<file path="src/source/bnn_defines.svh">
`ifndef BNN_DEFINES_SVH
`define BNN_DEFINES_SVH

// --------------------
// Vector geometry
// --------------------

// Length of one binary vector, a bit of 1 is +1 and a bit of 0 is -1
`define BNN_VEC_BITS 256
// Width handled by one bdot16 unit
`define BNN_GROUP_BITS 16
// Number of bdot16 units across the vector
`define BNN_GROUPS (`BNN_VEC_BITS / `BNN_GROUP_BITS)

// --------------------
// Accumulator and pipeline depth
// --------------------

`define BNN_ACC_WIDTH 32
// Enabled cycles through bdot256: 3 bdot16 + 4 tree levels + 1 accumulate
`define BNN_CORE_LATENCY 8
// Input register + core + output register
`define BNN_TOP_LATENCY 10

`endif

</file>
<file path="src/source/bnn_pkg.sv">
`default_nettype none

`include "bnn_defines.svh"

package bnn_pkg;

   // --------------------
   // Data types
   // --------------------

   // Full binary operand
   typedef logic [`BNN_VEC_BITS-1:0] vec_t;

   // Slice handled by one bdot16
   typedef logic [`BNN_GROUP_BITS-1:0] grp_t;

   // Signed bdot16 result
   // Spans -16..+16, so one bit above log2 plus the sign
   typedef logic signed [$clog2(`BNN_GROUP_BITS)+1:0] part_t;

   // Accumulator input and final result
   typedef logic signed [`BNN_ACC_WIDTH-1:0] acc_t;

endpackage

`default_nettype wire

</file>
<file path="src/source/dot_req_if.sv">
`default_nettype none

// Request bundle from the input register into the dot core
interface dot_req_if;

   // Slot holds a real request, low for a bubble
   logic valid;
   // The two binary operands
   bnn_pkg::vec_t a;
   bnn_pkg::vec_t b;
   // Value added to the dot product
   bnn_pkg::acc_t acc;

   // Input stage drives the slot
   modport source (output valid, a, b, acc);

   // Dot core consumes the slot
   modport sink (input valid, a, b, acc);

endinterface

`default_nettype wire

</file>
<file path="src/source/pipe_delay.sv">
`default_nettype none

// Shift register of DEPTH stages that moves only on enabled cycles
module pipe_delay #(
   parameter type T     = logic,
   parameter int  DEPTH = 1
) (
   input  logic clk,
   input  logic rst_n,
   input  logic ena,
   input  T     din,
   output T     dout
);

   // Stage 0 is the input end of the chain
   T stage_q [DEPTH];

   always_ff @(posedge clk) begin
      if (!rst_n) begin
         for (int i = 0; i < DEPTH; i++) begin
            stage_q[i] <= '0;
         end
      end else if (ena) begin
         stage_q[0] <= din;
         // Each stage takes the value of the one before it
         for (int i = 1; i < DEPTH; i++) begin
            stage_q[i] <= stage_q[i-1];
         end
      end
   end

   // Oldest entry leaves the chain
   assign dout = stage_q[DEPTH-1];

endmodule

`default_nettype wire

</file>
<file path="src/source/bdot16.sv">
`default_nettype none

`include "bnn_defines.svh"

// Signed dot product of two 16-bit binary slices
// S1 registers the XNOR, S2 the nibble counts, S3 their sum
module bdot16 (
   input  logic           clk,
   input  logic           rst_n,
   input  logic           ena,
   input  bnn_pkg::grp_t  din0,
   input  bnn_pkg::grp_t  din1,
   output bnn_pkg::part_t dout
);

   localparam int NIBBLES = `BNN_GROUP_BITS / 4;

   // Ones minus zeros of a nibble, -4..+4
   // Equals 2 * ones - 4, evaluated modulo 16
   function automatic logic signed [3:0] bcnt4(input logic [3:0] nib);
      logic [2:0] ones;
      ones = 3'(nib[0]) + 3'(nib[1]) + 3'(nib[2]) + 3'(nib[3]);
      return {ones, 1'b0} - 4'd4;
   endfunction

   bnn_pkg::grp_t     xnor_q;
   logic signed [3:0] cnt_q [NIBBLES];
   bnn_pkg::part_t    sum_d;
   bnn_pkg::part_t    sum_q;

   // --------------------
   // S1 and S2
   // --------------------

   always_ff @(posedge clk) begin
      if (!rst_n) begin
         xnor_q <= '0;
         for (int n = 0; n < NIBBLES; n++) begin
            cnt_q[n] <= '0;
         end
      end else if (ena) begin
         // Equal bits give a 1, which is a +1 product
         xnor_q <= din0 ~^ din1;
         for (int n = 0; n < NIBBLES; n++) begin
            cnt_q[n] <= bcnt4(xnor_q[n*4 +: 4]);
         end
      end
   end

   // --------------------
   // S3
   // --------------------

   // Sign-extend each nibble count before the sum
   always_comb begin
      sum_d = '0;
      for (int n = 0; n < NIBBLES; n++) begin
         sum_d = sum_d + bnn_pkg::part_t'(cnt_q[n]);
      end
   end

   always_ff @(posedge clk) begin
      if (!rst_n) begin
         sum_q <= '0;
      end else if (ena) begin
         sum_q <= sum_d;
      end
   end

   assign dout = sum_q;

endmodule

`default_nettype wire

</file>
<file path="src/source/bdot256.sv">
`default_nettype none

`include "bnn_defines.svh"

// Dot product of two 256-bit binary vectors plus an accumulator
// S1-S3 bdot16, S4-S7 reduction tree, S8 accumulate
module bdot256 (
   input  logic          clk,
   input  logic          rst_n,
   input  logic          ena,
   dot_req_if.sink       req,
   output logic          rsp_valid,
   output bnn_pkg::acc_t rsp_result
);

   localparam int G  = `BNN_GROUPS;
   localparam int GB = `BNN_GROUP_BITS;

   // Result of each bdot16, -16..+16
   bnn_pkg::part_t grp_sum [G];

   // Tree levels, one bit wider per level
   logic signed [6:0] lvl8_q [G/2];
   logic signed [7:0] lvl4_q [G/4];
   logic signed [8:0] lvl2_q [G/8];
   // Full dot product, -256..+256
   logic signed [9:0] dot_q;

   // acc aligned with the tree output
   bnn_pkg::acc_t acc_dly;
   bnn_pkg::acc_t result_q;

   // --------------------
   // S1-S3 group units
   // --------------------

   for (genvar g = 0; g < G; g++) begin : g_grp
      bdot16 u_bdot16 (
         .clk  (clk),
         .rst_n(rst_n),
         .ena  (ena),
         .din0 (req.a[g*GB +: GB]),
         .din1 (req.b[g*GB +: GB]),
         .dout (grp_sum[g])
      );
   end

   // --------------------
   // S4-S7 reduction tree
   // --------------------

   // Group j pairs with group j + half at every level
   always_ff @(posedge clk) begin
      if (ena) begin
         for (int j = 0; j < G/2; j++) begin
            lvl8_q[j] <= 7'(grp_sum[j]) + 7'(grp_sum[j + G/2]);
         end
         for (int j = 0; j < G/4; j++) begin
            lvl4_q[j] <= 8'(lvl8_q[j]) + 8'(lvl8_q[j + G/4]);
         end
         for (int j = 0; j < G/8; j++) begin
            lvl2_q[j] <= 9'(lvl4_q[j]) + 9'(lvl4_q[j + G/8]);
         end
         dot_q <= 10'(lvl2_q[0]) + 10'(lvl2_q[1]);
      end
   end

   // --------------------
   // S8 accumulate
   // --------------------

   // acc skips the last stage since the add is that stage
   pipe_delay #(
      .T    (bnn_pkg::acc_t),
      .DEPTH(`BNN_CORE_LATENCY - 1)
   ) u_acc_dly (
      .clk  (clk),
      .rst_n(rst_n),
      .ena  (ena),
      .din  (req.acc),
      .dout (acc_dly)
   );

   always_ff @(posedge clk) begin
      if (ena) begin
         result_q <= {{(`BNN_ACC_WIDTH-10){dot_q[9]}}, dot_q} + acc_dly;
      end
   end

   assign rsp_result = result_q;

   // Valid walks the full core depth beside the data
   pipe_delay #(
      .T    (logic),
      .DEPTH(`BNN_CORE_LATENCY)
   ) u_valid_dly (
      .clk  (clk),
      .rst_n(rst_n),
      .ena  (ena),
      .din  (req.valid),
      .dout (rsp_valid)
   );

   // Valid comes from the input stage through the delay chain
   a_rsp_valid_known: assert property (
      @(posedge clk) disable iff (!rst_n) !$isunknown(rsp_valid)
   ) else $error("bdot256: rsp_valid is unknown");

endmodule

`default_nettype wire

</file>
<file path="src/source/dot_in_stage.sv">
`default_nettype none

// Request register at the pipeline head
module dot_in_stage (
   input  logic          clk,
   input  logic          rst_n,
   input  logic          ena,
   input  logic          in_valid,
   input  bnn_pkg::vec_t in_a,
   input  bnn_pkg::vec_t in_b,
   input  bnn_pkg::acc_t in_acc,
   output logic          in_ready,
   dot_req_if.source     req
);

   // A request is taken whenever the pipeline advances
   assign in_ready = ena;

   // Valid low here becomes a bubble downstream
   always_ff @(posedge clk) begin
      if (!rst_n) begin
         req.valid <= 1'b0;
      end else if (ena) begin
         req.valid <= in_valid;
      end
   end

   // Operands load on every advance beside the valid bit
   always_ff @(posedge clk) begin
      if (ena) begin
         req.a   <= in_a;
         req.b   <= in_b;
         req.acc <= in_acc;
      end
   end

   // Stall from the output stage freezes the slot
   a_req_hold: assert property (
      @(posedge clk) disable iff (!rst_n)
      !ena |=> $stable({req.valid, req.a, req.b, req.acc})
   ) else $error("dot_in_stage: request changed while stalled");

endmodule

`default_nettype wire

</file>
<file path="src/source/dot_out_stage.sv">
`default_nettype none

// Output register and the pipeline-wide enable
module dot_out_stage (
   input  logic          clk,
   input  logic          rst_n,
   input  logic          rsp_valid,
   input  bnn_pkg::acc_t rsp_result,
   input  logic          out_ready,
   output logic          ena,
   output logic          out_valid,
   output bnn_pkg::acc_t out_result
);

   // --------------------
   // Enable
   // --------------------

   // Advance when the held result is taken or nothing is held
   // Otherwise every stage upstream freezes in place
   assign ena = out_ready || !out_valid;

   // --------------------
   // Output register
   // --------------------

   always_ff @(posedge clk) begin
      if (!rst_n) begin
         out_valid <= 1'b0;
      end else if (ena) begin
         // Bubbles from the core clear the slot
         out_valid <= rsp_valid;
      end
   end

   always_ff @(posedge clk) begin
      if (ena) begin
         out_result <= rsp_result;
      end
   end

   // A stalled result is held until the sink takes it
   a_out_hold: assert property (
      @(posedge clk) disable iff (!rst_n)
      (out_valid && !out_ready) |=> (out_valid && $stable(out_result))
   ) else $error("dot_out_stage: output changed while stalled");

endmodule

`default_nettype wire

</file>
<file path="src/source/bnn_dot_top.sv">
`default_nettype none

// Binary dot-product engine, valid/ready in and out
module bnn_dot_top (
   input  logic          clk,
   input  logic          rst_n,
   input  logic          in_valid,
   input  bnn_pkg::vec_t in_a,
   input  bnn_pkg::vec_t in_b,
   input  bnn_pkg::acc_t in_acc,
   output logic          in_ready,
   input  logic          out_ready,
   output logic          out_valid,
   output bnn_pkg::acc_t out_result
);

   // Global pipeline advance
   logic ena;

   // Core to output register
   logic          rsp_valid;
   bnn_pkg::acc_t rsp_result;

   // Registered request slot
   dot_req_if u_req ();

   dot_in_stage u_in (
      .clk     (clk),
      .rst_n   (rst_n),
      .ena     (ena),
      .in_valid(in_valid),
      .in_a    (in_a),
      .in_b    (in_b),
      .in_acc  (in_acc),
      .in_ready(in_ready),
      .req     (u_req.source)
   );

   bdot256 u_core (
      .clk       (clk),
      .rst_n     (rst_n),
      .ena       (ena),
      .req       (u_req.sink),
      .rsp_valid (rsp_valid),
      .rsp_result(rsp_result)
   );

   dot_out_stage u_out (
      .clk       (clk),
      .rst_n     (rst_n),
      .rsp_valid (rsp_valid),
      .rsp_result(rsp_result),
      .out_ready (out_ready),
      .ena       (ena),
      .out_valid (out_valid),
      .out_result(out_result)
   );

endmodule

`default_nettype wire

</file>
<file path="config.mk">
export PLATFORM = sky130hd
export DESIGN_NAME = bnn_dot_top
export DESIGN_NICKNAME = d
export VERILOG_FILES = /design/src/source/bnn_pkg.sv /design/src/source/dot_req_if.sv /design/src/source/pipe_delay.sv /design/src/source/bdot16.sv /design/src/source/bdot256.sv /design/src/source/dot_in_stage.sv /design/src/source/dot_out_stage.sv /design/src/source/bnn_dot_top.sv
export VERILOG_INCLUDE_DIRS = /design/src /design/src/source
export SDC_FILE = /design/constraint.sdc
export NUM_CORES = 2
export LEC_CHECK = 0
export BUFFER_PORTS_ARGS = -buffer_cell sky130_fd_sc_hd__clkbuf_2
export CORE_UTILIZATION = 45
export DETAILED_ROUTE_END_ITERATION = 6
export PLACE_DENSITY_LB_ADDON = 0.2
export SYNTH_ARGS = -nofsm -noshare
export SYNTH_HDL_FRONTEND = slang
export SYNTH_SLANG_ARGS = --single-unit
</file>
<file path="constraint.sdc">
create_clock -name clk -period 29.1 [get_ports clk]
set_input_delay 4.365 -clock clk [delete_from_list [all_inputs] [get_ports clk]]
set_output_delay 4.365 -clock clk [all_outputs]
set_load 0.01 [all_outputs]
</file>
---- Word-level counts from Yosys, hierarchy flattened ----
Memories as Yosys holds them, arrays and structs flattened. A register that Yosys moved wholly into a read port is not among the register bits.
Cells that the tools add are included.
storage, ports and cells
  memories kept ........................... 21
  bits in registers ....................... 971
  bits in writable memories ............... 594
  output and inout port bits .............. 34
  bits of input ports ..................... 548
cells by class
  reduce and logical (&&, ||, !) cells .... 3
  muxes and demuxes ....................... 84
  bitwise gates (word level) .............. 95
  add/subtract/negate cells ............... 320
memory list
  memory                           depth  width  rd ports  clocked after memory_dff  write ports  line              RTL
  u_core.u_acc_dly.stage_q         7      32     7         0                         7            pipe_delay.sv:16  T stage_q [DEPTH];
  u_core.lvl8_q                    8      7      8         0                         8            bdot256.sv:23     logic signed [6:0] lvl8_q [G/2];
  u_core.lvl4_q                    4      8      4         0                         4            bdot256.sv:24     logic signed [7:0] lvl4_q [G/4];
  u_core.lvl2_q                    2      9      2         0                         2            bdot256.sv:25     logic signed [8:0] lvl2_q [G/8];
  u_core.g_grp[0].u_bdot16.cnt_q   4      4      4         0                         4            bdot16.sv:27      logic signed [3:0] cnt_q [NIBBLES];
  u_core.g_grp[10].u_bdot16.cnt_q  4      4      4         0                         4            bdot16.sv:27
  +15 memories                     n/a    n/a    n/a       n/a                       n/a          n/a
operators with widths
  cell                                                                 count
  4-bit two-way mux                                                    64
  4-bit by 3-bit subtractor with 4-bit output (second input constant)  64
  16-bit XNOR                                                          16
  32-bit two-way mux                                                   7
  2-bit by 1-bit adder with 3-bit output                               64
  3-bit by 1-bit adder with 3-bit output                               64
  1-bit by 1-bit adder with 2-bit output                               64
  5-bit by 4-bit adder with 6-bit output                               16
  6-bit by 4-bit adder with 6-bit output                               16
  4-bit by 4-bit adder with 5-bit output                               16
  1-bit bitwise OR                                                     79
  6-bit by 6-bit adder with 7-bit output                               8
  32-bit adder                                                         1
  7-bit by 7-bit adder with 8-bit output                               4
  8-bit by 8-bit adder with 9-bit output                               2
  1-bit two-way mux                                                    13
  9-bit by 9-bit adder with 10-bit output                              1
  1-bit zero test                                                      2
  1-bit logical OR                                                     1

---- Longest topological paths before layout ----
  depth in word-level cells ............... 6
  gate-level depth with buffers ........... 10
  mapped depth without buffers ............ 10

---- By module ----
Synthesis repeated with hierarchy kept, for this count alone.
unflattened totals
  cell total of the unflattened synthesis .. 4575
  area total of the unflattened synthesis .. 66751.5 um^2
modules (own cells, without submodules)
  module                           cells an instance  area each (um^2)  sequential area each (um^2)  instances
  bdot16                           163                1919.3            780.7                        16
  dot_in_stage                     548                16379.5           16355.7                      1
  bdot256                          871                9868.2            4444.3                       1
  pipe_delay (u_core.u_acc_dly)    495                8485.6            6726.5                       1
  dot_out_stage                    36                 1009.7            980.9                        1
  pipe_delay (u_core.u_valid_dly)  17                 299.0             240.2                        1

---- Least setup slack after synthesis ----
OpenSTA, ideal clock, no wires.
  kind .................................... input to output
  from .................................... input port out_ready
  to ...................................... output port in_ready
  slack ................................... 0.352 ns
  arrival ................................. 24.383 ns
  cell stages on the path ................. 6
  path through ............................ nor2b_1 -> clkbuf_1 -> inv_1 -> clkbuf_1 -> buf_2 -> buf_1
between the ends
  word-level cells in the longest chain between the ends .. 1
RTL lines
  element           line                 RTL
  start, declared   bnn_dot_top.sv:12    input logic out_ready,
  1-bit logical OR  dot_out_stage.sv:21  assign ena = out_ready || !out_valid;
  end, declared     bnn_dot_top.sv:11    output logic in_ready,
Every way passes these cells.

---- Final worst setup path ----
Same ends and word-level chain as after synthesis.

==> out/metrics.csv <==
metric;value;unit
DR pass1 iterations;5;
ys flop type;edfxtp_1;
Clk Latency, worst-skew pair;760;ps
unrepaired setup endpoints after global routing;false;
vias per cell;4.735;
final WL;118400;µm
Post-CTS Resized;0;
core area;140200;µm²
routed vias;34686;
Synth Instances;4753;
Post-CTS Setup Inserts;0;
Antenna Nets Post-Route;0;
Worst Skew;37.56;ps
Rows;137;
Nets;6359;
Worst-path clk slew;50;ps
Crit Path Class;input port to output pin;
Num CTS Buffers;157;
measured slew at the worst slew-check pin;1116;ps
grt ovf;0;
Syn-to-layout area delta;15.33;%
Final min period;10420;ps
Final setup viols;0;
Crit Path Max Fanout;89;
FILL cells;12019;
max cap viols;0;
Post-synth EDFFs;1128;
TNS Setup;0;ps
Syn Std Cell Area;63900;µm²
WP data arrival;6060;ps
initial core utilization;0.4557;
final hold vios;0;
Buffers on Ports;581;
boundary pin count;582;
die height;378.8;µm
Seq/Total Area, Yosys;0.6376;
Synth Warn #;0;
die footprint;143500;µm²
Initial DRC Count;2023;
Slew HR;0.2559;
wire length per cell;16.16;µm
asr flop ratio synth;0;
Synth area leader;edfxtp_1;
GRT Resource Usage Total;0.1659;
status;finished, final reports clean;
CTS Buffer Depth;3;
# DRC;0;
clk sink count;1471;
layout cells sized above 1;0.1535;
DP Wirelength;78720;µm
Final Wtd Congestion;0.8070;
H-tree levels;4;
Max Fclk;0.09596;GHz
pin count of the biggest net entering global routing;242;
Synth cell types;51;
Worst EP required;24730;ps
HP Class;flip-flop to flip-flop;
period utilisation layout;0.3581;
first-pass GRT wire length;187800;µm
final hold slack;414.9;ps
vias in the first global route;35232;
power per cell area;80.70;nW/µm²
Worst setup SP type;input port;
VDD IR max;0.05109;mV
number of synthesized register bits;1471;
Avg Synthesized Cell Area;13.44;µm²
Critical Path Sink Type;output pin;
# hold bufs at CTS;0;
largest cells by area after synthesis;edfxtp_1, dfxtp_1, ha_1;
die span in x;378.8;µm
post-synth top area share;0.5301;
syn nets;5801;
static leakage;32.41;nW
Max Slew Vio Count;0;
Root Buffer;clkbuf_16;
initial antenna violation count;2;
CTS tree;done;
## synth_stat cells (9+ instances only)
library cell  count
dfxtp_1         343
ha_1            308
buf_2            30
a21o_1           56
inv_1           431
nor3_1            9
clkbuf_1        174
and2_1           37
nor2_1           90
fa_1            192
xor2_1           16
nand2_1         676
a21oi_1          86
and3_1          323
o21ai_0          24
xnor2_1         370
o211a_1          32
a21boi_0        310
o211ai_1         14
edfxtp_1       1128
o21bai_1         16
nor2b_1          10
## logic make-up after synthesis
logic type	after synthesis	share of synthesized area
compound gates	579	0.06544
xor+xnor	386	0.05291
fa+ha+maj	500	0.1205
buf+inv	638	0.03807
flops	1471	0.6376
mux	5	0.0008420
simple gates	1174	0.08473
## path summary, 6_finish.rpt
kind	slack [ps]	cells past startpoint	endpoint	startpoint
worst min register to register	410	0	u_out.out_result[18]	u_core.rsp_result[18]
worst min-delay path	410	0	u_out.out_result[18]	u_core.rsp_result[18]
worst max register to register	23340	7	u_core.u_acc_dly.stage_q[6][23]	u_out.out_valid
worst max-delay path	18680	5	in_ready	out_ready
## routing by layer
metal	wire length, µm	global-route usage
met4	2527	0.04671
met1	53850	0.2219
met3	5267	0.03203
met5	0	0
met2	56710	0.2747
## where the power goes
part	internal, W	switching [W]
clock network	0.00114	0.000808
logic	0.000604	0.000623
registers	0.00261	0.000160
total	0.00436	0.00159
## stage by stage
stage	utilization	area, µm²	instances	worst slack [ps]	total power (W)
after floorplan	-	63900	4753	351.7	0.003675
after global placement	0.4894	68620	7028	18650	0.004039
after detailed placement	0.4894	68620	7028	18640	0.004067
after CTS	0.5255	73690	7323	18630	0.006047
after global routing	0.5256	73700	7325	18520	0.006314
final	0.5256	73700	7325	18680	0.005947
## placed cells by master, fill, tap and decap left out, types with 86 or more instances in the layout
cell type | synthesis | final
and3_1 | 323 | 323
edfxtp_1 | 1128 | 1128
a21oi_1 | 86 | 86
clkbuf_16 | 0 | 162
ha_1 | 308 | 308
nand2_1 | 676 | 674
a21boi_0 | 310 | 310
xnor2_1 | 370 | 370
fa_1 | 192 | 192
nor2_1 | 90 | 90
inv_1 | 431 | 430
clkbuf_2 | 0 | 580
dfxtp_1 | 343 | 343
## registers in the layout, summed over array words and instances, names as in the netlist, 28 cells and up
name,cells
u_core.g_grp.u_bdot16.cnt_q,192
u_core.g_grp.u_bdot16.dout,80
u_core.g_grp.u_bdot16.xnor_q,256
u_core.lvl4_q,28
u_core.lvl8_q,48
u_core.rsp_result,32
u_core.u_acc_dly.stage_q,224
u_in.req.a,256
u_in.req.acc,32
u_in.req.b,256
u_out.out_result,32
## worst max-delay path: stages
cell and delay (ps):
clkbuf_2 100, nor2b_4 90, buf_4 670, inv_8 440
clkbuf_2 260
## cell type report
type | count | area, µm² | share of cell area
timing repair buffer | 606 | 3156 | 0.04282
clock inverter | 63 | 606.8 | 0.008234
tap | 1876 | 2347 | 0.03185
sequential | 1471 | 40740 | 0.5528
clock buffer | 232 | 4467 | 0.06061
inverter | 431 | 1625 | 0.02205
multi-input combinational | 2644 | 20750 | 0.2816
antenna | 2 | 5.005 | 0.00006791
(Power assumes the default switching activity.)
